### src/rtl/mecobo_pkg.sv
// shared widths, command and bus structs, address map and pin modes; import into every block
`default_nettype none

package mecobo_pkg;

  localparam int NUM_PINS = 8;
  localparam int FIFO_DEPTH_LOG2 = 5;

  typedef logic [15:0] word_t;
  typedef logic [18:0] ebi_addr_t;
  typedef logic [31:0] gtime_t;
  typedef logic [15:0] cmd_addr_t;
  typedef logic [31:0] cmd_data_t;
  typedef logic [7:0] cmd_byte_t;
  typedef logic [NUM_PINS-1:0] pin_vec_t;
  typedef logic [$clog2(NUM_PINS)-1:0] chan_t;
  typedef logic [FIFO_DEPTH_LOG2:0] fifo_count_t;

  // channel[15:12], clock[10:0] in [11:1], level in [0]
  typedef word_t sample_word_t;

  typedef struct packed {
    gtime_t    start_time;
    cmd_addr_t addr;
    cmd_data_t data;
  } cmd_t;

  typedef struct packed {
    logic      en;
    cmd_addr_t addr;
    cmd_data_t data;
  } cmd_bus_t;

  typedef enum logic [1:0] {
    PIN_OFF,
    PIN_CONST,
    PIN_SQUARE,
    PIN_SAMPLE
  } pin_mode_t;

  // command bus units and registers
  localparam cmd_byte_t UNIT_COLLECTOR = 8'hF0;
  localparam cmd_byte_t REG_PIN_MODE = 8'd0;
  localparam cmd_byte_t REG_PIN_HALF_PERIOD = 8'd1;
  localparam cmd_byte_t REG_PIN_LEVEL = 8'd2;
  localparam cmd_byte_t REG_COL_MASK = 8'd0;
  localparam cmd_byte_t REG_COL_PERIOD = 8'd1;

  // host word addresses
  localparam ebi_addr_t HA_TIME_LO = 19'd0;
  localparam ebi_addr_t HA_TIME_HI = 19'd1;
  localparam ebi_addr_t HA_CMD_ADDR = 19'd2;
  localparam ebi_addr_t HA_DATA_LO = 19'd3;
  localparam ebi_addr_t HA_DATA_HI = 19'd4;
  localparam ebi_addr_t HA_SAMPLE = 19'd5;
  localparam ebi_addr_t HA_SAMPLE_COUNT = 19'd6;
  localparam ebi_addr_t HA_CMD_COUNT = 19'd7;
  localparam ebi_addr_t HA_CLOCK_LO = 19'd8;
  localparam ebi_addr_t HA_CLOCK_HI = 19'd9;
  localparam ebi_addr_t HA_SOFT_RESET = 19'd10;
  localparam ebi_addr_t HA_STATUS = 19'd11;

endpackage

`default_nettype wire

### src/rtl/scheduler.sv
// releases queued commands onto the command bus once the global clock reaches their start time
`timescale 1ns/1ps
`default_nettype none

module scheduler
  import mecobo_pkg::*;
(
  input  logic     sys_clk,
  input  logic     core_reset,
  input  gtime_t   global_clock,
  input  cmd_t     head,
  input  logic     fifo_empty,
  output logic     fifo_pop,
  output cmd_bus_t cmd_bus
);

  typedef enum logic {
    IDLE,
    WAIT_TIME
  } sched_state_t;

  sched_state_t state;
  cmd_t cur;
  logic due;
  logic load;
  logic bus_en;
  cmd_addr_t bus_addr;
  cmd_data_t bus_data;

  // late commands are due at once
  assign due = (state == WAIT_TIME) && (cur.start_time <= global_clock);
  // take the next head while idle or in the same cycle as an issue
  assign load = ((state == IDLE) || due) && !fifo_empty;
  assign fifo_pop = load;

  assign cmd_bus = '{en: bus_en, addr: bus_addr, data: bus_data};

  always_ff @(posedge sys_clk) begin
    if (core_reset) begin
      state <= IDLE;
      bus_en <= 1'b0;
    end else begin
      bus_en <= due;
      if (load) begin
        state <= WAIT_TIME;
      end else if (due) begin
        state <= IDLE;
      end
    end
  end

  always_ff @(posedge sys_clk) begin
    if (load) begin
      cur <= head;
    end
    if (due) begin
      bus_addr <= cur.addr;
      bus_data <= cur.data;
    end
  end

endmodule

`default_nettype wire

### config.mk
export PLATFORM = sky130hd
export DESIGN_NAME = scheduler
export DESIGN_NICKNAME = d
export VERILOG_FILES = /design/src/rtl/mecobo_pkg.sv /design/src/rtl/scheduler.sv
export SDC_FILE = /design/constraint.sdc
export NUM_CORES = 1
export LEC_CHECK = 0
export BUFFER_PORTS_ARGS = -buffer_cell sky130_fd_sc_hd__buf_2
export CAP_MARGIN = 20
export CORE_ASPECT_RATIO = 1.4
export CORE_MARGIN = 2
export CORE_UTILIZATION = 23
export DETAILED_ROUTE_END_ITERATION = 12
export PLACE_DENSITY = 0.39
export RECOVER_POWER = 25
export SLEW_MARGIN = 10
export SYNTH_ARGS = -nofsm -noshare
export SYNTH_HDL_FRONTEND = slang
export SYNTH_SLANG_ARGS = --single-unit
### constraint.sdc
create_clock -name sys_clk -period 8.12 [get_ports sys_clk]
set_input_delay 0 -clock sys_clk [delete_from_list [all_inputs] [get_ports sys_clk]]
set_output_delay 0 -clock sys_clk [all_outputs]
set_load 0.05 [all_outputs]
==> flow_summary.json <==
{
  "io_buffers": 164,
  "min_period_ns": 3.75,
  "syn_area_um2": 4760,
  "hp-class": "in2reg",
  "finalNetCount": 668,
  "synth_area_per_cell_um2": 18.7,
  "drive_above_1_share": 0.365,
  "numCtsBuffers": 17,
  "antenna_found_initial": 2,
  "stdcell_count": 792,
  "post-route-drc-count": 0,
  "core_area_um2": 20400,
  "skew_ns": 0.00899,
  "worst_pin_slew_ns": 0.728,
  "clock.fmax_mhz": 266,
  "regToRegSetupSlack_ns": 4.76,
  "ctsLongestPathBuffers": 2,
  "rows": 62,
  "track_usage": 0.101,
  "slew_headroom": 0.515,
  "final_antenna_net_count": 0,
  "maxSlewViolCount": 0,
  "hold_buffers": 82,
  "crit_fanout": 56,
  "n_fill_cell": 1978,
  "gp_congestion": 0.695,
  "io_pins": 165,
  "path_clk_slew_ns": 0.06,
  "leakage_nw": 3.02,
  "dr.pass1.iters": 4,
  "cts_sinks": 130,
  "synth_largest_area_cell": "edfxtp_1",
  "timing.rr.start": "cur[62]$_DFFE_PP_",
  "hp-start": "fifo_empty",
  "grt_max_degree": 57,
  "post-route-period-util": 0.462,
  "whs_path_depth": 2,
  "viasPerCell": 3.83,
  "r2r-end": "cur[77]$_DFFE_PP_",
  "yosys.cell_types.count": 28,
  "wl_per_cell_um": 13.4,
  "hold_violations": 0,
  "hpwl_um": 7510,
  "syn2layout_area_growth_pct": 53.9,
  "status": "finished, final reports clean",
  "setup_ws_ns": 4.37,
  "syn-num-nets": 402,
  "dr.first_iter.drc_count": 108,
  "cts-root-buf": "clkbuf_16",
  "postCtsSetupBuffers": 0,
  "multiInputGateArea_um2": 762,
  "die_area_um2": 21900,
  "ir_drop_mv": 0.120,
  "grt_pass1_vias": 3332,
  "ctsResizeCount": 0,
  "crit_path_end_kind": "output pin",
  "path_class": "reg2out",
  "synthTopCellsByArea": "edfxtp_1 81%, ha_1 8.4%, inv_1 2.7%",
  "synth_seq_cells": 130,
  "setup_viol": 0,
  "cp.arrival_ns": 3.75,
  "rr_worst_depth": 7,
  "cp-start-kind": "flip-flop",
  "power.density_nw_per_um2": 236,
  "dp_slack_ns": 4.68,
  "cap_violations": 0,
  "dieWidth_um": 126,
  "cp_data_required_time_ns": 8.12,
  "grt_pass1_wl_um": 16900,
  "whs_endpoint": "cur[50]$_DFFE_PP_",
  "netlist_instances": 255,
  "via_count": 3037,
  "yosys_warnings": 0,
  "wirelength_um": 10600,
  "die_h_um": 174,
  "final_util": 0.359,
  "place_inst": 676,
  "rsz0062_at_grt": "false",
  "insertion_delay_ns": 0.41,
  "seqCellArea_um2": 3880,
  "overflow": 0,
  "seq_area_frac_synth": 0.815,
  "tritoncts": "done",
  "start_util": 0.234,
  "synth_top_area_share": 0.807,
  "cts_htree_levels": 4,
  "tns_ns": 0
}
-- worst max-delay path by stage --
stage	start	to	slack [ns]	cells after the start
3_5_place_dp	cur[62]$_DFFE_PP_	fifo_pop	4.68	8
3_3_place_gp	cur[62]$_DFFE_PP_	fifo_pop	4.76	8
5_1_grt	cur[62]$_DFFE_PP_	fifo_pop	4.08	8
2_1_floorplan	cur[78]$_DFFE_PP_	bus_addr[0]$_DFFE_PP_	2.40	6
6_report	cur[62]$_DFFE_PP_	fifo_pop	4.37	8
4_1_cts	cur[62]$_DFFE_PP_	fifo_pop	4.24	8
-- metrics by stage --
step	power, mW	cell area [um^2]	hold WS [ns]
floorplan	0.906	4760	0.0694
global placement	0.964	5930	0.177
detailed placement	0.966	5930	0.178
CTS	1.76	7330	0.224
global route	1.81	7330	0.244
finish	1.73	7330	0.224
-- critical path: stages, from the launching register on --
cell and delay (ns):
edfxtp_1 0.36, ha_1 0.31, nand4_1 0.15, or4_1 0.59, nor2_1 0.22, a211o_1 0.16
and3b_4 0.48, buf_4 0.65, buf_2 0.39
-- layout by cell type (no fill, tap or decap), types with 2 or more instances in the layout --
| cell type | count |
|---|---|
| diode_2 | 2 |
| buf_2 | 157 |
| buf_4 | 2 |
| nand3_1 | 3 |
| ha_1 | 32 |
| edfxtp_1 | 128 |
| dlygate4sd3_1 | 82 |
| nor2_1 | 4 |
| o21ai_0 | 5 |
| clkbuf_1 | 5 |
| bufinv_16 | 2 |
| a21oi_1 | 14 |
| clkinv_1 | 2 |
| dfxtp_1 | 2 |
| inv_6 | 4 |
| clkinvlp_4 | 4 |
| nand2_1 | 7 |
| clkbuf_2 | 2 |
| inv_1 | 34 |
| clkbuf_16 | 17 |
| nand4_1 | 7 |
| a221oi_1 | 2 |
-- flip-flops by register name (all words and copies together), names as in the netlist --
signal,count
bus_data,32
cur,80
state,1
bus_addr,16
bus_en,1
-- layout make-up --
type                    instances  area share
well taps                     256      0.0437
diodes                          2    0.000683
inverters                      34      0.0174
clock buffers                  17      0.0580
multi-input cells              90       0.104
clock inverters                15      0.0215
repair buffers                248       0.225
flip-flops and latches        130       0.530
-- cells by family (layout without fill, tap and decap cells) --
family | after synthesis | in the layout | synth area share
AND/OR/NAND/NOR | 29 | 29 | 0.0349
flip-flops | 130 | 130 | 0.815
AO/OA/AOI/OAI | 29 | 29 | 0.0376
other | 0 | 2 | 0
adder cells (fa/ha/maj) | 32 | 32 | 0.0840
buffers and inverters | 35 | 314 | 0.0284
-- power breakdown --
group	switching (mW)	internal, mW
Clock	0.299	0.455
Sequential	0.00979	0.789
Combinational	0.108	0.0722
-- cells in the mapped netlist, drive strengths merged --
master,n
edfxtp,128
inv,34
ha,32
a21oi,14
nand4,8
nand2,7
o21ai,5
nor2,4
nand3,3
a221oi,2
dfxtp,2
or4,2
a2111o,1
a2111oi,1
a211o,1
a211oi,1
a22oi,1
a31o,1
a31oi,1
and3b,1
buf,1
nand2b,1
nor2b,1
nor3,1
o211ai,1
or3b,1
-- layer usage --
metal,vias up,part of all wire,track usage
met4,0,0.020,0.0468
met3,10,0.061,0.0348
met5,-,0,0
met1,1405,0.41,0.111
met2,107,0.51,0.174
li1,1515,-,-
(Power assumes the default switching activity.)
