==> src/rtl/mecobo_pkg.sv <==
// shared widths, command and bus structs, address map and pin modes; import into every block
`default_nettype none

package mecobo_pkg;

  localparam int NUM_PINS = 8;
  localparam int FIFO_DEPTH_LOG2 = 5;

  typedef logic [15:0] word_t;
  typedef logic [18:0] ebi_addr_t;
  typedef logic [31:0] gtime_t;
  typedef logic [15:0] cmd_addr_t;
  typedef logic [31:0] cmd_data_t;
  typedef logic [7:0] cmd_byte_t;
  typedef logic [NUM_PINS-1:0] pin_vec_t;
  typedef logic [$clog2(NUM_PINS)-1:0] chan_t;
  typedef logic [FIFO_DEPTH_LOG2:0] fifo_count_t;

  // channel[15:12], clock[10:0] in [11:1], level in [0]
  typedef word_t sample_word_t;

  typedef struct packed {
    gtime_t    start_time;
    cmd_addr_t addr;
    cmd_data_t data;
  } cmd_t;

  typedef struct packed {
    logic      en;
    cmd_addr_t addr;
    cmd_data_t data;
  } cmd_bus_t;

  typedef enum logic [1:0] {
    PIN_OFF,
    PIN_CONST,
    PIN_SQUARE,
    PIN_SAMPLE
  } pin_mode_t;

  // command bus units and registers
  localparam cmd_byte_t UNIT_COLLECTOR = 8'hF0;
  localparam cmd_byte_t REG_PIN_MODE = 8'd0;
  localparam cmd_byte_t REG_PIN_HALF_PERIOD = 8'd1;
  localparam cmd_byte_t REG_PIN_LEVEL = 8'd2;
  localparam cmd_byte_t REG_COL_MASK = 8'd0;
  localparam cmd_byte_t REG_COL_PERIOD = 8'd1;

  // host word addresses
  localparam ebi_addr_t HA_TIME_LO = 19'd0;
  localparam ebi_addr_t HA_TIME_HI = 19'd1;
  localparam ebi_addr_t HA_CMD_ADDR = 19'd2;
  localparam ebi_addr_t HA_DATA_LO = 19'd3;
  localparam ebi_addr_t HA_DATA_HI = 19'd4;
  localparam ebi_addr_t HA_SAMPLE = 19'd5;
  localparam ebi_addr_t HA_SAMPLE_COUNT = 19'd6;
  localparam ebi_addr_t HA_CMD_COUNT = 19'd7;
  localparam ebi_addr_t HA_CLOCK_LO = 19'd8;
  localparam ebi_addr_t HA_CLOCK_HI = 19'd9;
  localparam ebi_addr_t HA_SOFT_RESET = 19'd10;
  localparam ebi_addr_t HA_STATUS = 19'd11;

endpackage

`default_nettype wire

==> src/rtl/sample_collector.sv <==
// periodic sweep over the enabled channels, packing sample words into the sample FIFO
`timescale 1ns/1ps
`default_nettype none

module sample_collector
  import mecobo_pkg::*;
(
  input  logic         sys_clk,
  input  logic         core_reset,
  input  cmd_bus_t     cmd_bus,
  input  gtime_t       global_clock,
  output logic         sample_strobe,
  output chan_t        sample_channel,
  input  pin_vec_t     sample_level,
  input  logic         sample_pop,
  output sample_word_t sample_rdata,
  output fifo_count_t  sample_count,
  output logic         sample_empty,
  output logic         sample_overflow
);

  typedef enum logic [1:0] {
    IDLE,
    SELECT,
    CAPTURE
  } sweep_state_t;

  sweep_state_t state;
  pin_vec_t mask;
  pin_vec_t pending;
  pin_vec_t pending_next;
  cmd_data_t period;
  cmd_data_t period_last;
  cmd_data_t period_cnt;
  chan_t chan;
  logic hit;
  logic tick;
  logic level_q;
  logic push;
  logic full;
  sample_word_t wdata;

  function automatic chan_t lowest_bit(input pin_vec_t v);
    chan_t idx;
    idx = '0;
    for (int i = NUM_PINS - 1; i >= 0; i--) begin
      if (v[i]) begin
        idx = chan_t'(i);
      end
    end
    return idx;
  endfunction

  assign hit = cmd_bus.en && (cmd_bus.addr[15:8] == UNIT_COLLECTOR);
  assign period_last = (period == '0) ? '0 : period - 1'b1;
  assign tick = (period_cnt >= period_last);
  assign pending_next = pending & ~(pin_vec_t'(1) << chan);

  assign sample_strobe = (state == SELECT);
  assign sample_channel = chan;
  assign push = (state == CAPTURE);
  assign wdata = {4'(chan), global_clock[10:0], level_q};
  assign sample_overflow = push && full;

  always_ff @(posedge sys_clk) begin
    if (core_reset) begin
      mask <= '0;
      period <= '0;
      period_cnt <= '0;
      state <= IDLE;
      pending <= '0;
      chan <= '0;
      level_q <= 1'b0;
    end else begin
      if (hit && (cmd_bus.addr[7:0] == REG_COL_MASK)) begin
        mask <= cmd_bus.data[NUM_PINS-1:0];
      end
      if (hit && (cmd_bus.addr[7:0] == REG_COL_PERIOD)) begin
        period <= cmd_bus.data;
        period_cnt <= '0;
      end else if (tick) begin
        period_cnt <= '0;
      end else begin
        period_cnt <= period_cnt + 1'b1;
      end
      case (state)
        IDLE: begin
          // a tick during a sweep is skipped
          if (tick && (mask != '0)) begin
            pending <= mask;
            chan <= lowest_bit(mask);
            state <= SELECT;
          end
        end
        SELECT: begin
          level_q <= sample_level[chan];
          state <= CAPTURE;
        end
        default: begin
          pending <= pending_next;
          chan <= lowest_bit(pending_next);
          state <= (pending_next != '0) ? SELECT : IDLE;
        end
      endcase
    end
  end

  sync_fifo #(
    .WIDTH($bits(sample_word_t)),
    .DEPTH_LOG2(FIFO_DEPTH_LOG2)
  ) sample_fifo_inst (
    .sys_clk(sys_clk),
    .mecobo_reset(core_reset),
    .push(push),
    .wdata(wdata),
    .pop(sample_pop),
    .rdata(sample_rdata),
    .empty(sample_empty),
    .full(full),
    .count(sample_count)
  );

endmodule

`default_nettype wire

==> src/rtl/sync_fifo.sv <==
// first-word-fall-through FIFO with occupancy count, used for command and sample queues
`timescale 1ns/1ps
`default_nettype none

module sync_fifo #(
  parameter int WIDTH = 16,
  parameter int DEPTH_LOG2 = 5
) (
  input  logic                sys_clk,
  input  logic                mecobo_reset,
  input  logic                push,
  input  logic [WIDTH-1:0]    wdata,
  input  logic                pop,
  output logic [WIDTH-1:0]    rdata,
  output logic                empty,
  output logic                full,
  output logic [DEPTH_LOG2:0] count
);

  logic [WIDTH-1:0] mem [2**DEPTH_LOG2];
  logic [DEPTH_LOG2-1:0] wr_ptr;
  logic [DEPTH_LOG2-1:0] rd_ptr;
  logic do_push;
  logic do_pop;

  // push on full and pop on empty are dropped
  assign do_push = push && !full;
  assign do_pop = pop && !empty;

  assign empty = (count == '0);
  assign full = count[DEPTH_LOG2];
  // head word shows while not empty
  assign rdata = mem[rd_ptr];

  always_ff @(posedge sys_clk) begin
    if (do_push) begin
      mem[wr_ptr] <= wdata;
    end
  end

  always_ff @(posedge sys_clk) begin
    if (mecobo_reset) begin
      wr_ptr <= '0;
      rd_ptr <= '0;
      count <= '0;
    end else begin
      if (do_push) begin
        wr_ptr <= wr_ptr + 1'b1;
      end
      if (do_pop) begin
        rd_ptr <= rd_ptr + 1'b1;
      end
      if (do_push && !do_pop) begin
        count <= count + 1'b1;
      end else if (do_pop && !do_push) begin
        count <= count - 1'b1;
      end
    end
  end

endmodule

`default_nettype wire

==> config.mk <==
export PLATFORM = sky130hd
export DESIGN_NAME = sample_collector
export DESIGN_NICKNAME = d
export VERILOG_FILES = /design/src/rtl/mecobo_pkg.sv /design/src/rtl/sample_collector.sv /design/src/rtl/sync_fifo.sv
export SDC_FILE = /design/constraint.sdc
export NUM_CORES = 1
export LEC_CHECK = 0
export ABC_AREA = 0
export ABC_CLOCK_PERIOD_IN_PS = 3810
export CAP_MARGIN = 5
export CORE_UTILIZATION = 35
export DETAILED_ROUTE_END_ITERATION = 8
export DONT_BUFFER_PORTS = 1
export PLACE_DENSITY = 0.6
export SETUP_SLACK_MARGIN = 0.4
export SKIP_LAST_GASP = 1
export SYNTH_ARGS = -nofsm -noshare
export SYNTH_HDL_FRONTEND = slang
export SYNTH_HIERARCHICAL = 1
export SYNTH_SLANG_ARGS = --single-unit
==> constraint.sdc <==
create_clock -name sys_clk -period 3.81 [get_ports sys_clk]
set_input_delay 1.143 -clock sys_clk [delete_from_list [all_inputs] [get_ports sys_clk]]
set_output_delay 1.143 -clock sys_clk [all_outputs]
set_load 0.02 [all_outputs]
==> reports/results.ini <==
[status]
status=complete, but fails checks
violations=design-rule violations, negative setup slack

[layout]
regArea_mm2=0.0175
fill_cells=6456
layout-drive-gt1-share=0.244
final_cell_mix=edfxtp_1 (512), mux2i_1 (170), nor2_1 (132)
final_nets=1986
fin_util=0.426
antenna_cells=0
multiInputGateArea_mm2=0.00866
area_growth_pct=20.1
final_common_cell=edfxtp_1

[route]
wirelength_mm=62.3
ant_nets=0
viasPerCell=5.19
drt_iter0_drc=1159
avgRoutedWirePerCell_um=21.8
vias=14800
first_pass_iters=7
drc=7

[cts]
cts_buffer_depth=3
clk_latency_ns=0.65
cts_made_buffers=61
cts_tree=built
cts_root_buffer=clkbuf_16
clock-sinks=619
clk_pin_slew_ns=0.06
htree_levels=2

[floorplanning]
die_w_um=274
fp-row-count=99
die-area_mm2=0.0752
boundaryPins=120
start_util=0.355
die_y_um=274
core-area_mm2=0.0732

[synth]
synth_area_mm2=0.0260
yosysTopAreaCell=edfxtp_1
ys_seq_area_frac=0.675
syn_inst=1674
synth_area_leaders=edfxtp_1 (59%), dfxtp_1 (8.3%), mux2i_1 (6.6%), mux4_2 (5.0%), a22oi_1 (2.8%)
netlist.area_leader.share=0.592
ys.warnings.count=6
netlist-cell-type-count=77
synth_edf_count=512
syn_area_per_cell_um2=15.5
ys_ff_latch=619
async_flop_share=0
ys.flop_type=edfxtp_1

[setup_path]
cp_max_fo=5
start_kind=flop
cp-end-kind=flop
path_class=flop to flop
required_ns=4.37
crit_arrival_ns=4.42

[timing]
finalSetupTns_ns=-0.0675
maxSlewViolCount=0
rsz0062_at_grt=yes
setup_viol=4
relSlewSlack=0.174
period_share=1.01
fin_skew_ns=0.0530
hold_viol_final=0
worst_pin_slew_ns=1.24
fin_crit_ns=3.86
fin_ws_ns=-0.0478
timing.fmax_ghz=0.259

[global_route]
grt_pass1_vias=15100
gr-total-overflow=0
grt_pass1_wl_mm=92.3
antenna_found_initial=2
grt_usage=0.164
grt_max_degree=68

[place]
port_buffers=0
hpwlAfterDp_mm=38.4
gp_congestion=0.779

[hold_path]
hold_path_class=flop to flop

[pwr]
p_total_w=0.0153
leakage_nw=10.2
p_per_area_mw_per_mm2=492
peakVddDrop_mv=0.382

[flow_run]
maxCapViolations=0

==> report_power, final <==
part	internal, W	switching (W)	leakage (nW)
logic	0.000819	0.000916	3.63
clock network	0.00355	0.00262	1.02
registers	0.00733	0.000107	5.50
total	0.0117	0.00365	10.2
==> registers in the layout, summed over array words and instances, names as in the netlist, named ones only <==
| register | cells |
|---|---|
| level_q | 1 |
| sample_fifo_inst/mem | 512 |
| mask | 8 |
| sample_channel | 3 |
| period_cnt | 32 |
| sample_fifo_inst/wr_ptr | 5 |
| state | 2 |
| period | 32 |
| pending | 8 |
| sample_fifo_inst/count | 6 |
| sample_fifo_inst/rd_ptr | 5 |
==> worst max-delay path, cell delays in order, from the launching register on <==
cell and delay [ns]:
dfxtp_2 0.32, or4_4 0.54, buf_4 0.17, nor4_4 0.15
and2_4 0.22, nand3b_1 0.16, nor3b_4 0.21, a21oi_2 0.05
ha_1 0.34, nand4_1 0.18, o41ai_4 0.45, buf_4 0.19
a211oi_4 0.07, buf_4 0.15, or4_1 0.46, a21oi_1 0.13
==> path summary, 6_finish.rpt <==
| kind | slack [ns] | from | to | depth (start not counted) |
|---|---|---|---|---|
| setup / recovery | -0.05 | period[12] | pending[0] | 15 |
| hold / removal | 0.46 | period_cnt[0] | period_cnt[0] | 1 |
| setup reg to reg | -0.05 | period[12] | pending[0] | 15 |
| hold reg to reg | 0.46 | period_cnt[0] | period_cnt[0] | 1 |
==> stage by stage <==
stage / hold slack, ns / std cells / area [um^2] / worst slack [ns]
2_1_floorplan: 0.426 / 1705 / 26100 / 0.219
3_3_place_gp: 0.443 / 2700 / 27900 / -0.0798
3_5_place_dp: 0.453 / 2700 / 27900 / -0.204
4_1_cts: 0.466 / 2843 / 30500 / -0.0109
5_1_grt: 0.490 / 2860 / 31200 / -0.211
6_report: 0.464 / 2860 / 31200 / -0.0478
==> cell families after synthesis <==
group           share of synthesized area
fa+ha+maj                          0.0225
mux                                 0.124
simple gates                       0.0824
other cells                      0.000144
compound gates                     0.0531
buf+inv                            0.0206
flops                               0.675
xor+xnor                           0.0219
==> synthesized netlist by cell type (7+ instances only) <==
master / instances
mux2i_1: 170
xnor2_1: 32
buf_2: 38
nor3_1: 10
clkbuf_1: 28
edfxtp_1: 512
mux4_1: 8
ha_1: 45
nand2_1: 65
a22oi_1: 96
nor2b_1: 9
and2_1: 8
a32o_1: 7
dfxtp_1: 107
inv_1: 19
nand3_1: 53
mux4_2: 58
nand2_2: 8
a21oi_1: 31
nand3b_1: 10
nand4_1: 34
xor2_1: 33
nor2_1: 166
==> what timing repair did <==
item / 4_1_cts / 5_1_grt
cloned: 2 / 2
endpoints found under the hold margin: 0 / 0
hold buffers: 0 / 0
setup buffers: 25 / 15
pin swaps: 42 / 60
endpoints found under the setup margin: 60 / 61
resized for setup: 68 / 124
==> final cells by class <==
cell class | instances | area share
tap | 959 | 0.0385
multi-input combinational | 985 | 0.278
clock buffer | 81 | 0.0554
timing repair buffer | 162 | 0.0514
inverter | 19 | 0.00229
clock inverter | 35 | 0.0119
sequential | 619 | 0.563
==> metal layers <==
metal  up-vias  routed length (um)  GRT usage
li1       6824                   -          -
met1      7520               25700      0.205
met3       100                4270     0.0370
met2       396               30700      0.282
met5         -                  11          0
met4         2                1580     0.0491
No activity file was read; power rests on OpenSTA's default activity.
