`src/rtl/mecobo_pkg.sv`:
```
// shared widths, command and bus structs, address map and pin modes; import into every block
`default_nettype none

package mecobo_pkg;

  localparam int NUM_PINS = 8;
  localparam int FIFO_DEPTH_LOG2 = 5;

  typedef logic [15:0] word_t;
  typedef logic [18:0] ebi_addr_t;
  typedef logic [31:0] gtime_t;
  typedef logic [15:0] cmd_addr_t;
  typedef logic [31:0] cmd_data_t;
  typedef logic [7:0] cmd_byte_t;
  typedef logic [NUM_PINS-1:0] pin_vec_t;
  typedef logic [$clog2(NUM_PINS)-1:0] chan_t;
  typedef logic [FIFO_DEPTH_LOG2:0] fifo_count_t;

  // channel[15:12], clock[10:0] in [11:1], level in [0]
  typedef word_t sample_word_t;

  typedef struct packed {
    gtime_t    start_time;
    cmd_addr_t addr;
    cmd_data_t data;
  } cmd_t;

  typedef struct packed {
    logic      en;
    cmd_addr_t addr;
    cmd_data_t data;
  } cmd_bus_t;

  typedef enum logic [1:0] {
    PIN_OFF,
    PIN_CONST,
    PIN_SQUARE,
    PIN_SAMPLE
  } pin_mode_t;

  // command bus units and registers
  localparam cmd_byte_t UNIT_COLLECTOR = 8'hF0;
  localparam cmd_byte_t REG_PIN_MODE = 8'd0;
  localparam cmd_byte_t REG_PIN_HALF_PERIOD = 8'd1;
  localparam cmd_byte_t REG_PIN_LEVEL = 8'd2;
  localparam cmd_byte_t REG_COL_MASK = 8'd0;
  localparam cmd_byte_t REG_COL_PERIOD = 8'd1;

  // host word addresses
  localparam ebi_addr_t HA_TIME_LO = 19'd0;
  localparam ebi_addr_t HA_TIME_HI = 19'd1;
  localparam ebi_addr_t HA_CMD_ADDR = 19'd2;
  localparam ebi_addr_t HA_DATA_LO = 19'd3;
  localparam ebi_addr_t HA_DATA_HI = 19'd4;
  localparam ebi_addr_t HA_SAMPLE = 19'd5;
  localparam ebi_addr_t HA_SAMPLE_COUNT = 19'd6;
  localparam ebi_addr_t HA_CMD_COUNT = 19'd7;
  localparam ebi_addr_t HA_CLOCK_LO = 19'd8;
  localparam ebi_addr_t HA_CLOCK_HI = 19'd9;
  localparam ebi_addr_t HA_SOFT_RESET = 19'd10;
  localparam ebi_addr_t HA_STATUS = 19'd11;

endpackage

`default_nettype wire

```
`src/rtl/ebi_host_if.sv`:
```
// host bus decoder: staging registers, readback, global clock, soft reset and status flags
`timescale 1ns/1ps
`default_nettype none

module ebi_host_if
  import mecobo_pkg::*;
(
  input  logic         sys_clk,
  input  logic         mecobo_reset,
  input  ebi_addr_t    ebi_addr,
  input  word_t        ebi_data_in,
  input  logic         ebi_wr_n,
  input  logic         ebi_rd_n,
  input  logic         ebi_cs_n,
  output word_t        ebi_data_out,
  output logic         ebi_data_oe,
  output logic         cmd_push,
  output cmd_t         cmd_wdata,
  input  logic         cmd_full,
  input  fifo_count_t  cmd_count,
  output logic         sample_pop,
  input  sample_word_t sample_rdata,
  input  fifo_count_t  sample_count,
  input  logic         sample_empty,
  input  logic         sample_overflow,
  output gtime_t       global_clock,
  output logic         core_reset,
  output logic         fpga_ready
);

  ebi_addr_t addr_s1;
  ebi_addr_t addr_s2;
  word_t data_s1;
  word_t data_s2;
  // {cs_n, wr_n, rd_n}
  logic [2:0] strb_s1;
  logic [2:0] strb_s2;
  logic wr_act;
  logic rd_act;
  logic wr_act_d;
  logic rd_act_d;
  logic wr_pulse;
  logic rd_pulse;
  cmd_t stage;
  logic cmd_ovf;
  logic sample_ovf;
  logic [2:0] soft_cnt;

  assign wr_act = !strb_s2[2] && !strb_s2[1];
  assign rd_act = !strb_s2[2] && !strb_s2[0];
  // first synchronized cycle of each access
  assign wr_pulse = wr_act && !wr_act_d;
  assign rd_pulse = rd_act && !rd_act_d;

  assign ebi_data_oe = rd_act;
  assign sample_pop = rd_pulse && (addr_s2 == HA_SAMPLE);
  assign fpga_ready = !sample_empty;
  assign core_reset = mecobo_reset || (soft_cnt != '0);
  assign cmd_wdata = stage;

  always_ff @(posedge sys_clk) begin
    if (mecobo_reset) begin
      strb_s1 <= '1;
      strb_s2 <= '1;
      wr_act_d <= 1'b0;
      rd_act_d <= 1'b0;
    end else begin
      strb_s1 <= {ebi_cs_n, ebi_wr_n, ebi_rd_n};
      strb_s2 <= strb_s1;
      wr_act_d <= wr_act;
      rd_act_d <= rd_act;
    end
  end

  always_ff @(posedge sys_clk) begin
    addr_s1 <= ebi_addr;
    addr_s2 <= addr_s1;
    data_s1 <= ebi_data_in;
    data_s2 <= data_s1;
  end

  // staging words for the next command
  always_ff @(posedge sys_clk) begin
    if (wr_pulse) begin
      case (addr_s2)
        HA_TIME_LO:  stage.start_time[15:0] <= data_s2;
        HA_TIME_HI:  stage.start_time[31:16] <= data_s2;
        HA_CMD_ADDR: stage.addr <= data_s2;
        HA_DATA_LO:  stage.data[15:0] <= data_s2;
        HA_DATA_HI:  stage.data[31:16] <= data_s2;
        default:     ;
      endcase
    end
  end

  always_ff @(posedge sys_clk) begin
    if (mecobo_reset) begin
      global_clock <= '0;
      cmd_push <= 1'b0;
      soft_cnt <= '0;
      cmd_ovf <= 1'b0;
      sample_ovf <= 1'b0;
    end else begin
      global_clock <= global_clock + 1'b1;
      // push follows the high data word by one cycle
      cmd_push <= wr_pulse && (addr_s2 == HA_DATA_HI);
      if (soft_cnt != '0) begin
        soft_cnt <= soft_cnt - 1'b1;
      end else if (wr_pulse && (addr_s2 == HA_SOFT_RESET) && data_s2[0]) begin
        soft_cnt <= 3'd4;
      end
      // status read clears, a new overflow in the same cycle wins
      if (rd_pulse && (addr_s2 == HA_STATUS)) begin
        cmd_ovf <= 1'b0;
        sample_ovf <= 1'b0;
      end
      if (cmd_push && cmd_full) begin
        cmd_ovf <= 1'b1;
      end
      if (sample_overflow) begin
        sample_ovf <= 1'b1;
      end
    end
  end

  always_ff @(posedge sys_clk) begin
    if (rd_pulse) begin
      case (addr_s2)
        HA_SAMPLE:       ebi_data_out <= sample_empty ? '0 : sample_rdata;
        HA_SAMPLE_COUNT: ebi_data_out <= word_t'(sample_count);
        HA_CMD_COUNT:    ebi_data_out <= word_t'(cmd_count);
        HA_CLOCK_LO:     ebi_data_out <= global_clock[15:0];
        HA_CLOCK_HI:     ebi_data_out <= global_clock[31:16];
        HA_STATUS:       ebi_data_out <= {14'h0, sample_ovf, cmd_ovf};
        default:         ebi_data_out <= '0;
      endcase
    end
  end

endmodule

`default_nettype wire

```
`config.mk`:
```
export PLATFORM = sky130hd
export DESIGN_NAME = ebi_host_if
export DESIGN_NICKNAME = d
export VERILOG_FILES = /design/src/rtl/mecobo_pkg.sv /design/src/rtl/ebi_host_if.sv
export SDC_FILE = /design/constraint.sdc
export NUM_CORES = 1
export LEC_CHECK = 0
export ABC_AREA = 1
export BUFFER_PORTS_ARGS = -buffer_cell sky130_fd_sc_hd__buf_2
export CORE_UTILIZATION = 30
export CTS_BUF_LIST = sky130_fd_sc_hd__clkbuf_2
export CTS_CLUSTER_DIAMETER = 50
export CTS_CLUSTER_SIZE = 40
export DETAILED_ROUTE_END_ITERATION = 10
export PLACE_DENSITY_LB_ADDON = 0.12
export SKIP_LAST_GASP = 1
export SLEW_MARGIN = 25
export SYNTH_ARGS = -nofsm -noshare
export SYNTH_HDL_FRONTEND = slang
export SYNTH_SLANG_ARGS = --single-unit
```
`constraint.sdc`:
```
create_clock -name sys_clk -period 5.05 [get_ports sys_clk]
set_input_delay 0.7575 -clock sys_clk [delete_from_list [all_inputs] [get_ports sys_clk]]
set_output_delay 0.7575 -clock sys_clk [all_outputs]
set_load 0.02 [all_outputs]
```
==> results of run 1 <==
## where the power goes
group          total, W  leakage [nW]  internal, W  switching, W
combinational  0.000107          1.87    0.0000537     0.0000532
sequential      0.00185          1.82      0.00183     0.0000203
clock           0.00104         0.226     0.000299      0.000738
## worst paths after layout
path,start,to,cells after the start
max,addr_s2[4]$_DFF_P_,sample_pop,6
min,sample_rdata[14],ebi_data_out[14]$_DFFE_PP_,3
max reg2reg,addr_s2[4]$_DFF_P_,ebi_data_out[12]$_DFFE_PP_,6
min reg2reg,addr_s1[18]$_DFF_P_,addr_s2[18]$_DFF_P_,0
## metal layers
metal  vias up  track usage (%)  routed length [um]
li1       2814                -                   -
met1      2466            20.14                8923
met2       196            24.13                8527
met3        30            3.948                1509
met4         2            3.810                 329
met5         -                0                  17
## state kept, by name, summed over array words and instances (netlist names), 3 cells and up
| name | count |
|---|---|
| cmd_wdata | 80 |
| global_clock | 32 |
| addr_s1 | 19 |
| addr_s2 | 19 |
| data_s1 | 16 |
| data_s2 | 16 |
| ebi_data_out | 16 |
| soft_cnt | 3 |
| strb_s1 | 3 |
| strb_s2 | 3 |
## logic make-up after synthesis
logic type	synth area share (%)
simple gates	22.82
flops	69.34
buf+inv	4.567
compound gates	2.584
xor+xnor	0.3501
fa+ha+maj	0.3333
## cells in the final DEF (no fill, tap or decap), types with 2 or more instances in the layout
cell type and n:
a21oi_1 25, and3_1 3, buf_2 203, buf_4 6
clkbuf_2 25, clkinv_4 2, clkinv_8 6, clkinvlp_4 2
dfxtp_1 116, diode_2 2, dlygate4sd3_1 38, edfxtp_1 96
ha_1 2, inv_1 50, inv_12 4, inv_2 5
nand2_1 140, nand2_2 6, nand3_1 38, nand3_2 12
nand3b_1 7, nand4_1 29, nor2_1 85, nor2_2 11
nor2_4 8, nor3_1 4, nor3_2 5, o21ai_0 10
or2_2 6, xor2_1 2
## worst reg2reg max path: stages, from the launching register on
cell and delay [ns]:
dfxtp_1 0.38, nor2_2 0.13, nand2_2 0.15, nor2_4 0.54, and3_1 0.75, nand3_2 0.13, nand2_1 0.10
## layout make-up
| type | count | share of cell area, % |
|---|---|---|
| diodes | 2 | 0.05187 |
| clock buffers | 25 | 1.297 |
| clock inverters | 20 | 2.866 |
| inverters | 55 | 2.140 |
| multi-input cells | 400 | 20.56 |
| flip-flops and latches | 212 | 53.95 |
| well taps | 324 | 4.202 |
| repair buffers | 247 | 14.94 |
## timing repair
action	CTS	global route
setup buffers	0	0
endpoints found under the setup margin	0	0
endpoints found under the hold margin	38	0
hold buffers	38	0
## through the flow
step                      setup slack (ns)  instances  hold WS [ns]  utilization (%)
final                                1.500       1285        0.1788            39.44
after global routing                 1.193       1285       0.06871            39.44
after CTS                            1.391       1283       0.06079            39.42
after detailed placement             2.171       1200        0.3121            36.22
after global placement               2.205       1200        0.3105            36.22
after floorplan                      2.279        684        0.3096                -
==> run_results.csv, run 1 <==
group,metric,value,unit
synth,ys_seq_area_share,69.34,%
floorplan,rows,57,
synth,synth_area_leaders,"edfxtp_1 (38%), dfxtp_1 (31%), nand2_1 (7.0%)",
critical_path,path_class,"flop to output port",
routing,totalWireLength,19310,um
sta,period_share,70.30,%
clock_tree,cts_tree,"done",
critical_path,path_cells,"nor2_2 -> nand2_2 -> nor2_4 -> and2_4 -> and3_1 -> buf_2",
final_layout,nets,1014,
routing,ant_nets,0,
synth,synth_cell_types,32,
critical_path,crit_buf_inv,1,
global_route,grt_pass1_vias,5315,
routing,via_count,5508,
synth,synth-edff-count,96,
global_route,grt.total_usage,15.06,%
final_layout,final_area,0.009648,mm2
floorplan,core_area,0.02446,mm2
critical_path,cp_max_fo,30,
placed_design,postPlaceCellArea,0.008861,mm2
pwr,leakage,3.917,nW
pwr,vdd_drop_max,0.0002045,V
sta,slew_violations,0,
sta,max_slew_margin,51.36,%
synth,syn_inst,684,
clock_tree,clock_latency,0.85,ns
global_route,grt_overflow,0,
pwr,power_density,310.3,mW/mm2
clock_tree,cts-htree-levels,1,
global_route,antenna_found_initial,2,
pwr,total_power,0.002994,W
routing,drtPass1Iterations,4,
sta,skew,0.1042,ns
synth,yosysMostFrequentCell,"nand2_1",
sta,worst_pin_slew,0.7296,ns
synth,ys_ff_latch,212,
clock_tree,cts_sinks,212,
final_layout,multi_input_area,0.001983,mm2
clock_tree,cts_buffers,25,
placed_design,placement.io_buffers,203,
worst_hold_path,holdCritPathClass,"input pin to flop",
clock_tree,clkTransAtPathRegs,0.31,ns
sta,rsz0062_at_grt,"no",
global_route,grt_pass1_wl,29980,um
critical_path,cp_slowest_stage_delay,0.54,ns
placed_design,gp_congestion,0.7977,
synth,yosysWarnings,0,
floorplan,die_w,160.2,um
sta,fin_crit,3.550,ns
clock_tree,cts_resized,0,
flow_run,drv_cap,0,
critical_path,cp-end-kind,"output port",
floorplan,die_h,160.2,um
critical_path,cp.arrival,2.79,ns
synth,syn_area,0.007506,mm2
sta,finalSetupTns,0,ns
routing,drc,0,
final_layout,register_area,0.005205,mm2
synth,synth_top_area_cell,"edfxtp_1",
final_layout,n_fill_cell,2464,
synth,ys.flop_type,"dfxtp_1",
critical_path,cp_top_family,"simple AND/OR/NAND/NOR gates",
sta,hold_viol,0,
floorplan,start_util,30.68,%
routing,post_drt_wl_per_cell,15.02,um
synth,syn-num-nets,757,
outcome,status,"completed",
critical_path,worst_setup_path_start_kind,"flop",
placed_design,dp_hpwl,13890,um
routing,viasPerCell,4.286,
final_layout,area_growth,28.54,%
critical_path,cp_data_required_time,4.29,ns
sta,max_freq,281.7,MHz
clock_tree,cts_buffer_depth,3,
synth,syn_avg_cell_area,10.97,um2
final_layout,drive_gt1_share,32.22,%
global_route,grt_max_degree,34,
critical_path,cp_slowest_cell,"nor2_4",
synth,async_reset_ff_share,0,%
critical_path,reg2reg_slack,2.70,ns
sta,setup_viol,0,
synth,synth_top_area_share,38.41,%
clock_tree,cts_root_buffer,"clkbuf_2",
synth,synth_common_cells,"nand2_1 (140), dfxtp_1 (116), edfxtp_1 (96)",
floorplan,dieArea,0.02566,mm2
routing,drtIter0Drc,290,
floorplan,io_pins,204,
Power figures use the tool's default switching activity.
==> inputs of run 2 (changes only) <==
==> constraint.sdc (replaced) <==
create_clock -name sys_clk -period 3.2 [get_ports sys_clk]
set_input_delay 0.48 -clock sys_clk [delete_from_list [all_inputs] [get_ports sys_clk]]
set_output_delay 0.48 -clock sys_clk [all_outputs]
set_load 0.02 [all_outputs]
==> run_results.csv, run 2 (synthesis gave the netlist of run 1 again) <==
group,metric,value,unit
critical_path,cp_max_fo,21,
sta,max_slew_margin,50.07,%
placed_design,gp_congestion,0.7939,
global_route,grt_pass1_wl,30040,um
routing,drtPass1Iterations,4,
final_layout,area_growth,31.49,%
floorplan,die_w,160.2,um
clock_tree,clock_latency,0.86,ns
placed_design,dp_hpwl,14010,um
floorplan,dieArea,0.02566,mm2
clock_tree,cts_sinks,212,
sta,hold_viol,0,
floorplan,io_pins,204,
pwr,vdd_drop_max,0.0002064,V
critical_path,reg2reg_slack,0.37,ns
critical_path,crit_cells,6,
clock_tree,clkTransAtPathRegs,0.28,ns
clock_tree,cts_setup_buffers,0,
critical_path,crit_end,"sample_pop",
sta,fin_crit,2.978,ns
global_route,antenna_found_initial,1,
final_layout,fin_util,40.35,%
clock_tree,cts_root_buffer,"clkbuf_2",
flow_run,drv_cap,0,
global_route,grt_pass1_vias,5396,
final_layout,nets,1041,
final_layout,final_area,0.009869,mm2
critical_path,cp_data_required_time,2.72,ns
sta,worst_pin_slew,0.7481,ns
routing,via_count,5677,
global_route,grt.total_usage,14.95,%
critical_path,r2r_end,"ebi_data_out[1]$_DFFE_PP_",
outcome,status,"completed",
critical_path,startpoint,"addr_s2[5]$_DFF_P_",
critical_path,path_class,"flop to output port",
final_layout,most-common-layout-cells,"buf_2 (203), nand2_1 (140), dfxtp_1 (116)",
floorplan,core_area,0.02446,mm2
global_route,grt_overflow,0,
routing,drc,0,
routing,post_drt_wl_per_cell,14.90,um
placed_design,postPlaceCellArea,0.008891,mm2
sta,finalSetupTns,0,ns
sta,skew,0.05379,ns
sta,slew_violations,0,
routing,drtIter0Drc,254,
critical_path,worst_setup_path_start_kind,"flop",
global_route,grt_max_degree,34,
sta,rsz0062_at_grt,"no",
critical_path,path_cells,"nor2_2 -> nand2_2 -> nor2_4 -> and2_4 -> and3_1 -> buf_2",
floorplan,start_util,30.68,%
final_layout,drive_gt1_share,31.37,%
critical_path,cp_slowest_cell,"dfxtp_1",
critical_path,worstRegToRegCells,10,
floorplan,die_h,160.2,um
floorplan,rows,57,
clock_tree,cts-htree-levels,1,
routing,totalWireLength,19520,um
critical_path,cp-end-kind,"output port",
critical_path,cp_top_family,"simple AND/OR/NAND/NOR gates",
routing,ant_nets,0,
sta,layout_setup_ws,0.2223,ns
clock_tree,cts_buffer_depth,3,
critical_path,r2r_start,"addr_s2[5]$_DFF_P_",
final_layout,final_common_cell,"buf_2",
clock_tree,cts_buffers,23,
clock_tree,cts_tree,"done",
critical_path,cp.arrival,2.50,ns
critical_path,cp_slowest_stage_delay,0.38,ns
pwr,total_power,0.004680,W
pwr,leakage,4.041,nW
sta,max_freq,335.8,MHz
sta,period_share,93.05,%
placed_design,post-place-ws,1.154,ns
routing,viasPerCell,4.334,
sta,setup_viol,0,
pwr,power_density,474.2,mW/mm2
final_layout,largest_reg_flops,80,
critical_path,crit_buf_inv,1,
placed_design,placement.io_buffers,203,
worst_hold_path,holdCritPathClass,"input pin to flop",
run 2: stage by stage:
step,cells,hold WS (ns)
floorplan,684,0.3096
global placement,1204,0.3100
detailed placement,1204,0.3121
CTS,1309,0.006776
global route,1310,0.04987
finish,1310,0.07130
run 2: power by group:
part	internal [W]	switching, W	total (W)	leakage [nW]
registers	0.00289	0.0000327	0.00292	1.82
logic	0.000101	0.0000887	0.000190	2.00
clock network	0.000487	0.00108	0.00157	0.217
run 2: worst min-delay path by stage:
| stage | startpoint | depth (start not counted) | slack (ns) | to |
|---|---|---|---|---|
| 2_1_floorplan | addr_s1[0]$_DFF_P_ | 0 | 0.31 | addr_s2[0]$_DFF_P_ |
| 3_3_place_gp | data_s1[11]$_DFF_P_ | 0 | 0.31 | data_s2[11]$_DFF_P_ |
| 3_5_place_dp | data_s1[4]$_DFF_P_ | 0 | 0.31 | data_s2[4]$_DFF_P_ |
| 4_1_cts | sample_count[0] | 5 | 0.007 | ebi_data_out[0]$_DFFE_PP_ |
| 5_1_grt | sample_count[0] | 5 | 0.05 | ebi_data_out[0]$_DFFE_PP_ |
| 6_report | sample_count[0] | 5 | 0.07 | ebi_data_out[0]$_DFFE_PP_ |
run 2: worst min-delay path, cell delays in order:
cell,delay [ns]
buf_2,0.08
nand4_1,0.09
nand2_1,0.07
nor2_1,0.04
nand2_1,0.06
run 2: area by class of cell:
class	count	area, um2
Fill cell	2399	14590
Sequential cell	212	5205
Multi-Input combinational cell	400	1983
Timing Repair Buffer	276	1722
Tap cell	324	405.4
Clock inverter	19	230.2
Inverter	55	206.4
Clock buffer	23	115.1
Antenna cell	1	2.502
run 2: per-layer routing:
metal | track usage (%) | routed length [um] | up-vias
met1 | 20.00 | 9140 | 2586
met2 | 24.05 | 8659 | 202
met4 | 4.329 | 452 | 0
met3 | 3.506 | 1268 | 25
li1 | - | - | 2864
met5 | 0 | 0 | -
run 2: repair_timing:
item / in CTS / in global routing
hold endpoints to repair: 56 / 0
resized for setup: 0 / 0
hold buffers: 63 / 0
