--- src/rtl/sync_fifo.sv ---
// first-word-fall-through FIFO with occupancy count, used for command and sample queues
`timescale 1ns/1ps
`default_nettype none

module sync_fifo #(
  parameter int WIDTH = 16,
  parameter int DEPTH_LOG2 = 5
) (
  input  logic                sys_clk,
  input  logic                mecobo_reset,
  input  logic                push,
  input  logic [WIDTH-1:0]    wdata,
  input  logic                pop,
  output logic [WIDTH-1:0]    rdata,
  output logic                empty,
  output logic                full,
  output logic [DEPTH_LOG2:0] count
);

  logic [WIDTH-1:0] mem [2**DEPTH_LOG2];
  logic [DEPTH_LOG2-1:0] wr_ptr;
  logic [DEPTH_LOG2-1:0] rd_ptr;
  logic do_push;
  logic do_pop;

  // push on full and pop on empty are dropped
  assign do_push = push && !full;
  assign do_pop = pop && !empty;

  assign empty = (count == '0);
  assign full = count[DEPTH_LOG2];
  // head word shows while not empty
  assign rdata = mem[rd_ptr];

  always_ff @(posedge sys_clk) begin
    if (do_push) begin
      mem[wr_ptr] <= wdata;
    end
  end

  always_ff @(posedge sys_clk) begin
    if (mecobo_reset) begin
      wr_ptr <= '0;
      rd_ptr <= '0;
      count <= '0;
    end else begin
      if (do_push) begin
        wr_ptr <= wr_ptr + 1'b1;
      end
      if (do_pop) begin
        rd_ptr <= rd_ptr + 1'b1;
      end
      if (do_push && !do_pop) begin
        count <= count + 1'b1;
      end else if (do_pop && !do_push) begin
        count <= count - 1'b1;
      end
    end
  end

endmodule

`default_nettype wire

--- config.mk ---
export PLATFORM = sky130hd
export DESIGN_NAME = sync_fifo
export DESIGN_NICKNAME = d
export VERILOG_FILES = /design/src/rtl/sync_fifo.sv
export SDC_FILE = /design/constraint.sdc
export NUM_CORES = 1
export LEC_CHECK = 0
export BUFFER_PORTS_ARGS = -buffer_cell sky130_fd_sc_hd__buf_2
export CELL_PAD_IN_SITES_DETAIL_PLACEMENT = 1
export CELL_PAD_IN_SITES_GLOBAL_PLACEMENT = 1
export CORE_UTILIZATION = 55
export CTS_CLUSTER_DIAMETER = 40
export DETAILED_ROUTE_END_ITERATION = 8
export PLACE_DENSITY_LB_ADDON = 0.15
export SLEW_MARGIN = 10
export SYNTH_ARGS = -nofsm -noshare
export SYNTH_HDL_FRONTEND = slang
export SYNTH_SLANG_ARGS = --single-unit
--- constraint.sdc ---
create_clock -name sys_clk -period 3.4 [get_ports sys_clk]
set_input_delay 0.68 -clock sys_clk [delete_from_list [all_inputs] [get_ports sys_clk]]
set_output_delay 0.68 -clock sys_clk [all_outputs]
set_load 0.01 [all_outputs]
==> results of run 1 <==
-- metal layers --
metal | vias to the layer above | GRT usage | routed length, µm
li1 | 4599 | - | -
met1 | 5611 | 0.344 | 20300
met2 | 317 | 0.464 | 25500
met3 | 68 | 0.0418 | 2610
met4 | 0 | 0.0888 | 1100
met5 | - | 0 | 0
-- power by group --
group,internal (mW),leakage [nW],switching (mW)
Combinational,0.946,1.71,1.38
Clock,3.78,0.940,2.59
Sequential,7.34,4.78,0.109
-- sequential cells by signal (all words and copies together), names as in the netlist, named ones only --
name / count
count: 6
mem: 512
rd_ptr: 5
wr_ptr: 5
-- critical path, stage by stage (launching register included) --
cell	delay (ns)
dfxtp_4	0.46
buf_6	0.22
mux4_2	0.51
a22oi_1	0.35
nand4_1	0.32
buf_2	0.24
-- worst min-delay path by stage --
stage	start	end	slack (ns)	depth (start not counted)
floorplan	rd_ptr[4]	flop	0.48	2
global placement	count[2]	count[2]	0.49	2
detailed placement	count[2]	count[2]	0.50	2
CTS	mecobo_reset	flop	0.45	2
global route	mecobo_reset	wr_ptr[4]	0.48	2
finish	mecobo_reset	flop	0.47	2
-- timing repair --
action,CTS,global route
resized for setup,2,4
hold buffers,0,0
setup endpoints to repair,13,7
hold endpoints to repair,0,0
setup buffers,3,1
pin swaps,0,1
-- placed cells by master, fill, tap and decap left out, drive strengths merged, types with 3 or more instances in the layout --
master / count
mux4: 64
edfxtp: 512
nor2b: 6
nand3b: 4
bufinv: 7
nor2: 54
inv: 13
o211ai: 3
clkinvlp: 4
mux2i: 129
buf: 103
ha: 10
dfxtp: 21
clkbuf: 68
a21oi: 4
a22oi: 96
nand4: 18
xor2: 8
nand3: 35
nand2: 11
clkinv: 16
o21a: 3
-- logic make-up after synthesis --
kind of cell    synth area share
simple gates              0.0341
flops                      0.761
compound gates            0.0417
mux                        0.134
xor+xnor                 0.00422
fa+ha+maj                0.00699
buf+inv                   0.0183
-- cell usage after synthesis (all sizes together) (6+ instances only) --
cell	n
a22oi	96
buf	45
clkbuf	16
dfxtp	21
edfxtp	512
ha	10
inv	6
mux2i	129
mux4	64
nand2	11
nand3	35
nand4	18
nor2	54
nor2b	6
xor2	8
-- cell type report --
class / count / area (µm²) / area share
Clock buffer: 68 / 1530 / 0.0641
Timing Repair Buffer: 103 / 865 / 0.0362
Multi-Input combinational cell: 471 / 4630 / 0.194
Clock inverter: 34 / 417 / 0.0174
Sequential cell: 533 / 15800 / 0.661
Tap cell: 504 / 631 / 0.0264
Inverter: 6 / 22.5 / 0.000942
==> impl_results.md, run 1 <==
- Async set-reset flop share out of synthesis: 0
- I/O pins: 44
- Crit path capture: rdata[6]
- Layout Area Growth over Synthesis: 15.2%
- Number of synthesized flops with an enable pin: 512
- # Max-Cap Violations: 0
- Syn Inst Count: ~1,100
- Clk buf depth: 3
- Ys flop type: edfxtp_1
- Worst Tran Pin Value: 0.824 ns
- Total grt overflow: 0
- Critical Path Fanout Max: 10
- Post-Route Utilization: 0.648
- Dpl cells: 1,614
- H-tree Lvls: 2
- Hold Path Class: in2reg
- Worst setup path category: reg2out
- Die ar.: 38,500 µm²
- Outcome: finished clean
- Share of the synthesized area in the top cell type: 0.741
- Leading area contributor after synthesis: edfxtp_1
- CP Capture Type: output port
- Gr usage total: 0.266
- Reg2reg setup slack: 0.32 ns
- Cell depth of the worst flop-to-flop path: 9
- Layout Cells excl Fill: approximately 1,700
- Yosys warnings: 0
- Setup tns final: 0 ns
- Synth Area per Inst: 19.4 µm²
- Number of global-route vias before repair: around 11,000
- TritonCTS buffer count: 60
- Final ANT Viol Nets: 0
- PD cells: 675 nW/µm²
- Final WS setup: approximately 0.022 ns
- HPWL after DPL: 29,200 µm
- Reg clk slew, reported paths: 0.06 ns
- Worst relative slew slack: 0.450
- Rows: 70
- Placed cell area: 21,900 µm²
- Core ar.: 36,900 µm²
- Fillers: 3,042
- Fmax: 296 MHz
- Skew final: between 0.015 and 0.02 ns
- Pleak: roughly 7.4 nW
- Via Count: 10,600
- Die Wd: 196 µm
- # nets final: roughly 1,200
- Finished Cell Area: approximately 24,000 µm²
- # clock sinks: ~530
- Final min period: 3.38 ns
- Share of layout cells above drive strength 1: 0.224
- Initial Utilization: 0.563
- Post-synthesis cell type count: 45
- Seq cells post-synth: 533
- Total Power: 16.1 mW
- Die H: 196 µm
- Reg2reg end: count[5]
- DRC: 0
- GP Congestion: roughly 0.8
- Hold slack final: 0.467 ns
- CP Data Required Time: 2.72 ns
- Worst setup SP type: flop
- Fin. max-slew vios: 0
- Hold Violations, Final: 0
- Setup violations, final: 0
- Largest net degree at the start of global routing: 33
- Routed wire length: 49,500 µm
- Sequential share of the synthesized area: 0.761
- Post-Place Worst Slack: 0.352 ns
- Vias per cell: 6.16
- Clock root buffer: clkbuf_16
- Avg WL per Cell: 28.8 µm
- Largest cells by area after synthesis: edfxtp_1, mux2i_1, mux4_2
- Initial antenna violation count: 0
- Final period util: 0.994
- Port Buf Inserts: 43
- Worst-Skew Late Latency: around 0.60 ns
- CTS tree: done
- Antenna Cells: 0
- Detailed Routing Iterations Pass 1: 5
- Syn Std Cell Area: 20,800 µm²
- Mapped Nets: 1,102
- First-pass GRT wire length: 73,200 µm
- CP arrival: around 2.7 ns
- Reg2reg start: count[0]
- Worst-case vdd ir drop: 0.000591 V
- RSZ-0062 raised after global routing: no
- 1st-iter DRT viols: 906
No activity file was read; power rests on OpenSTA's default activity.
==> inputs of run 2 (changes only) <==
--- a/config.mk
+++ b/config.mk
@@ -8,7 +8,7 @@
 export BUFFER_PORTS_ARGS = -buffer_cell sky130_fd_sc_hd__buf_2
 export CELL_PAD_IN_SITES_DETAIL_PLACEMENT = 1
 export CELL_PAD_IN_SITES_GLOBAL_PLACEMENT = 1
-export CORE_UTILIZATION = 55
+export CORE_UTILIZATION = 30
 export CTS_CLUSTER_DIAMETER = 40
 export DETAILED_ROUTE_END_ITERATION = 8
 export PLACE_DENSITY_LB_ADDON = 0.15
==> impl_results.md, run 2 (synthesis results as in run 1) <==
- Outcome: finished clean
- Final period util: 0.996 (+0.00215)
- Worst setup path category: reg2out
- Placed cell area: 22,500 µm² (+2.8%)
- Final min period: 3.39 ns (+0.00732 ns)
- Number of global-route vias before repair: 11,200 (-2.4%)
- Crit path largest cell delay: 0.54 ns (+0.03 ns)
- First-pass GRT wire length: 77,200 µm (+5.4%)
- Largest net degree at the start of global routing: 33 (unchanged)
- Setup violations, final: 0 (unchanged)
- Avg WL per Cell: 24.3 µm (-16%)
- Vias per cell: 4.87 (-21%)
- Layout Area Growth over Synthesis: 24.2%
- Port Buf Inserts: 43 (unchanged)
- Cell depth of the worst flop-to-flop path: 9 (unchanged)
- CP arrival: 2.71 ns (about the same)
- GP Congestion: 0.739 (-9.6%)
- Initial Utilization: 0.303 (-0.260)
- # clock sinks: 533 (unchanged)
- Crit-path cells: buf_4 > clkbuf_16 > mux4_2 > a22oi_2 > nand4_1 > buf_2
- Hold Path Depth: 2 (unchanged)
- Commonest non-fill, non-tap cell in the layout: edfxtp_1
- Rows: 96 (+37%)
- Worst Tran Pin Value: 0.721 ns (-0.102 ns)
- Layout Cells excl Fill: 2,180 (+27%)
- H-tree Lvls: 3 (+1)
- Routed wire length: 52,900 µm (+6.8%)
- Initial antenna violation count: 0 (unchanged)
- Worst setup SP type: flop
- Reg clk slew, reported paths: 0.05 ns (about the same)
- Die Wd: 265 µm (+35%)
- Largest register FFs: 512 (unchanged)
- Dpl cells: 2,001 (+24%)
- Reg2reg setup slack: 0.34 ns (+0.02 ns)
- CP Data Required Time: 2.72 ns (about the same)
- Fin. max-slew vios: 0 (unchanged)
- RSZ-0062 raised after global routing: yes
- Critical Path Fanout Max: 11 (+1)
- Via Count: 10,600 (+0.30%)
- Core ar.: 68,500 µm² (+86%)
- Worst relative slew slack: 0.519 (+0.0688)
- Fmax: 295 MHz (-0.22%)
- CTS tree: done
- Clock root buffer: clkbuf_16
- CP Capture Type: output port
- Worst-case vdd ir drop: 0.000433 V (-27%)
- # nets final: 1,255 (+4.1%)
- Most frequent cells in the layout: edfxtp_1, mux2i_1, clkbuf_16
- Skew final: 0.0158 ns (+0.000308 ns)
- Crit path capture: rdata[0]
- Hold Violations, Final: 0 (unchanged)
- Gr usage total: 0.151 (-0.116)
- Biggest register: mem
- Share of layout cells above drive strength 1: 0.293 (+0.0689)
- I/O pins: 44 (unchanged)
- 1st-iter DRT viols: 576 (-36%)
- Pleak: 8.06 nW (+8.6%)
- Total grt overflow: 0 (unchanged)
- Final ANT Viol Nets: 0 (unchanged)
- Top Registers: mem (512), count (6)
- Detailed Routing Iterations Pass 1: 4 (-1)
- Finished Cell Area: 25,800 µm² (+7.8%)
- Die ar.: 70,200 µm² (+82%)
- HPWL after DPL: 31,700 µm (+8.5%)
- Worst-Skew Late Latency: 0.62 ns (+0.02 ns)
- Reg2reg start: count[0]
- Die H: 265 µm (+35%)
- Antenna Cells: 0 (unchanged)
- Reg2reg end: count[5]
- Clk buf depth: 3 (unchanged)
- # Max-Cap Violations: 0 (unchanged)
- DRC: 0 (unchanged)
- PD cells: 733 nW/µm² (+8.5%)
- Hold Path Class: in2reg
- Critical path's slowest cell: mux4_2
- Fillers: 6,689 (+120%)
- TritonCTS buffer count: 90 (+50%)
==> run 2: changes by cell type in the layout (fill, tap and decap cells not counted), sizes merged <==
cell	delta
clkbuf	+36
bufinv	+3
clkinvlp	+7
inv	+2
buf	+16
clkinv	+19
==> run 2: power by group <==
group | switching [mW] | internal (mW)
Clock | 3.16 | 5.72
Sequential | 0.0912 | 7.35
Combinational | 1.51 | 1.06
==> run 2: area by class of cell <==
| type | count | area [µm²] | area share |
|---|---|---|---|
| multi-input combinational | 471 | 4760 | 0.185 |
| timing repair buffer | 122 | 1090 | 0.0422 |
| clock buffer | 101 | 2340 | 0.0906 |
| sequential | 533 | 15800 | 0.613 |
| inverter | 6 | 22.5 | 0.000874 |
| clock inverter | 65 | 659 | 0.0256 |
| tap | 882 | 1100 | 0.0428 |
==> run 2: stage by stage <==
stage                     hold WS, ns   util  total power, mW  setup TNS [ns]  worst slack, ns
after detailed placement        0.504  0.329             10.0               0            0.345
after floorplan                 0.485      -             9.02               0            0.564
after global routing            0.453  0.376             19.6          -0.218          -0.0485
after global placement          0.500  0.329             10.0               0            0.390
after CTS                       0.443  0.374             19.0               0         0.000639
final                           0.469  0.376             18.9               0           0.0147
==> run 2: what timing repair did <==
action | CTS | global route
buffers inserted | 1 | 9
resized for setup | 15 | 4
pin swaps | 6 | 6
hold buffers | 0 | 0
setup endpoints to repair | 15 | 11
gates cloned | 0 | 3
==> run 2: metal layers <==
metal | share of wire | track usage | vias to the layer above
met5 | 0 | 0 | -
met4 | 0.024 | 0.0459 | 0
met3 | 0.039 | 0.0318 | 83
met2 | 0.46 | 0.233 | 177
met1 | 0.48 | 0.212 | 5625
li1 | - | - | 4742
==> run 2: worst max-delay path, delay by kind of cell, from the launching register on <==
family,cells,cell delay [ns]
AOI/OAI and AO/OA,1,0.27
buffers and inverters,3,0.61
DFF,1,0.39
muxes,1,0.54
and+or+nand+nor,1,0.27
==> run 2: how the worst min path moves through the flow <==
stage | startpoint | to | slack [ns]
after detailed placement | count[2] | count[2] | 0.50
after global routing | mecobo_reset | wr_ptr[4] | 0.45
after floorplan | rd_ptr[4] | flop | 0.48
after CTS | mecobo_reset | flop | 0.44
after global placement | count[2] | count[2] | 0.50
final | mecobo_reset | flop | 0.47
==> inputs of run 3 (changes only) <==
--- a/config.mk
+++ b/config.mk
@@ -12,6 +12,7 @@
 export CTS_CLUSTER_DIAMETER = 40
 export DETAILED_ROUTE_END_ITERATION = 8
 export PLACE_DENSITY_LB_ADDON = 0.15
+export REMOVE_ABC_BUFFERS = 1
 export SLEW_MARGIN = 10
 export SYNTH_ARGS = -nofsm -noshare
 export SYNTH_HDL_FRONTEND = slang
==> impl_results.md, run 3 (synthesis results as in run 1) <==
- Initial Utilization: 0.303 (unchanged)
- Worst-case vdd ir drop: 0.000436 V (+0.70%)
- Largest register FFs: 512 (unchanged)
- Port Buf Inserts: 43 (unchanged)
- Rows: 96 (unchanged)
- Skew final: 0.0286 ns (+0.0128 ns)
- Largest net degree at the start of global routing: 36 (+9.1%)
- Outcome: finished clean
- Die H: 265 µm (unchanged)
- Reg2reg setup slack: 0.32 ns (-0.02 ns)
- Routed wire length: 62,000 µm (+17%)
- I/O pins: 44 (unchanged)
- Biggest register: mem
- WL met1: 29,100 µm (+16%)
- Layout Area Growth over Synthesis: 25.1%
- RSZ-0062 raised after global routing: yes
- Reg2reg start: count[0]
- # clock sinks: 533 (unchanged)
- Worst setup SP type: flop
- Most frequent cells in the layout: edfxtp_1, mux2i_1, buf_4
- DRC: 0 (unchanged)
- Initial antenna violation count: 1 (+1)
- # nets final: 1,287 (+2.5%)
- Hold Path End: rd_ptr[0]
- PD cells: 735 nW/µm² (+0.28%)
- Clk buf depth: 3 (unchanged)
- Number of global-route vias before repair: 11,800 (+4.9%)
- Placed cell area: 22,600 µm² (+0.66%)
- Critical path's slowest cell: mux4_2
- 1st-iter DRT viols: 739 (+28%)
- Final period util: 0.995 (about the same)
- Gr usage total: 0.179 (+0.0280)
- H-tree Lvls: 3 (unchanged)
- Metal3 WL: 2240 µm (+8.5%)
- Crit-path cells: bufbuf_16 > mux4_2 > a22oi_2 > nand4_1 > buf_2
- Via Count: 11,100 (+4.1%)
- Finished Cell Area: 26,000 µm² (+0.73%)
- CP delay by family, top: buffers and inverters
- Fin. max-slew vios: 0 (unchanged)
- Worst Tran Pin Value: 1.06 ns (+0.334 ns)
- Commonest non-fill, non-tap cell in the layout: edfxtp_1
- Fmax: 296 MHz (about the same)
- Post-Route Utilization: 0.379 (+0.00276)
- Final min period: 3.38 ns (-0.00175 ns)
- Hold Startpoint: mecobo_reset
- CP Capture Type: output port
- Reg2reg end: count[5]
- Hold Path Class: in2reg
- TritonCTS buffer count: 90 (unchanged)
- Detailed Routing Iterations Pass 1: 5 (+1)
- Critical Path Fanout Max: 11 (unchanged)
- Worst setup path category: reg2out
- Avg WL per Cell: 28.0 µm (+15%)
- CTS tree: done
- GP Congestion: 0.743 (+0.54%)
- Clock root buffer: clkbuf_16
- Share of layout cells above drive strength 1: 0.308 (+0.0150)
- Hold Path Depth: 2 (unchanged)
- # Max-Cap Violations: 0 (unchanged)
- CP Data Required Time: 2.72 ns (about the same)
- Core ar.: 68,500 µm² (unchanged)
- Worst-Skew Late Latency: 0.64 ns (+0.02 ns)
- Crit path buf inv count: 2 (-1)
- Pleak: 8.24 nW (+2.2%)
- Hold Violations, Final: 0 (unchanged)
- Setup violations, final: 0 (unchanged)
- Crit path largest cell delay: 0.53 ns (about the same)
- Vias per cell: 5.00 (+2.5%)
- Uppermost layer routed: met5
- Top Registers: mem (512), count (6)
- Met2 wire len: 29,200 µm (+20%)
- Die ar.: 70,200 µm² (unchanged)
- HPWL after DPL: 38,500 µm (+22%)
- Cell depth of the worst flop-to-flop path: 9 (unchanged)
- Reg clk slew, reported paths: 0.05 ns (about the same)
- Total grt overflow: 0 (unchanged)
- Final ANT Viol Nets: 0 (unchanged)
- CP arrival: 2.70 ns (about the same)
- First-pass GRT wire length: 87,700 µm (+14%)
- Die Wd: 265 µm (unchanged)
- Worst relative slew slack: 0.293 (-0.226)
[run 3: how the worst max path moves through the flow]
stage	start	to	slack [ns]	cells after the start
finish	flop	rdata[14]	0.02	5
detailed placement	flop	rdata[12]	0.29	6
global route	flop	rdata[11]	-0.06	5
CTS	flop	rdata[8]	-0.04	5
global placement	flop	rdata[12]	0.29	6
floorplan	flop	rdata[14]	-4.23	3
[run 3: final cells by class]
class	count	area, µm²
diodes	1	2.50
clock buffers	102	2370
clock inverters	66	711
fillers	6687	42500
inverters	6	22.5
multi-input cells	472	4720
flip-flops and latches	533	15800
well taps	882	1100
repair buffers	153	1230
[run 3: power breakdown]
group	switching (mW)	internal [mW]	leakage [nW]
combinational	1.45	1.07	1.99
clock	3.33	5.78	1.47
sequential	0.106	7.35	4.78
[run 3: stage by stage]
step / cells / setup TNS [ns] / worst slack (ns) / hold WS [ns] / total power [mW]
finish: 2215 / 0 / 0.0165 / 0.474 / 19.1
global route: 2214 / -0.557 / -0.0650 / 0.489 / 19.7
CTS: 2212 / -0.251 / -0.0422 / 0.448 / 19.3
detailed placement: 2032 / 0 / 0.293 / 0.506 / 9.97
global placement: 2032 / 0 / 0.288 / 0.506 / 9.95
floorplan: 1010 / -67.07 / -4.23 / 0.485 / 8.98
[run 3: layer usage]
metal  GRT usage  up-vias
li1            -     4808
met1       0.250     5953
met2       0.284      215
met3      0.0315       90
met4      0.0523        2
met5           0        -
[run 3: timing repair]
item / CTS / global route
resized for setup: 10 / 1
hold buffers: 0 / 0
pin swaps: 2 / 0
cloned: 3 / 0
endpoints found under the setup margin: 15 / 13
setup buffers: 9 / 2
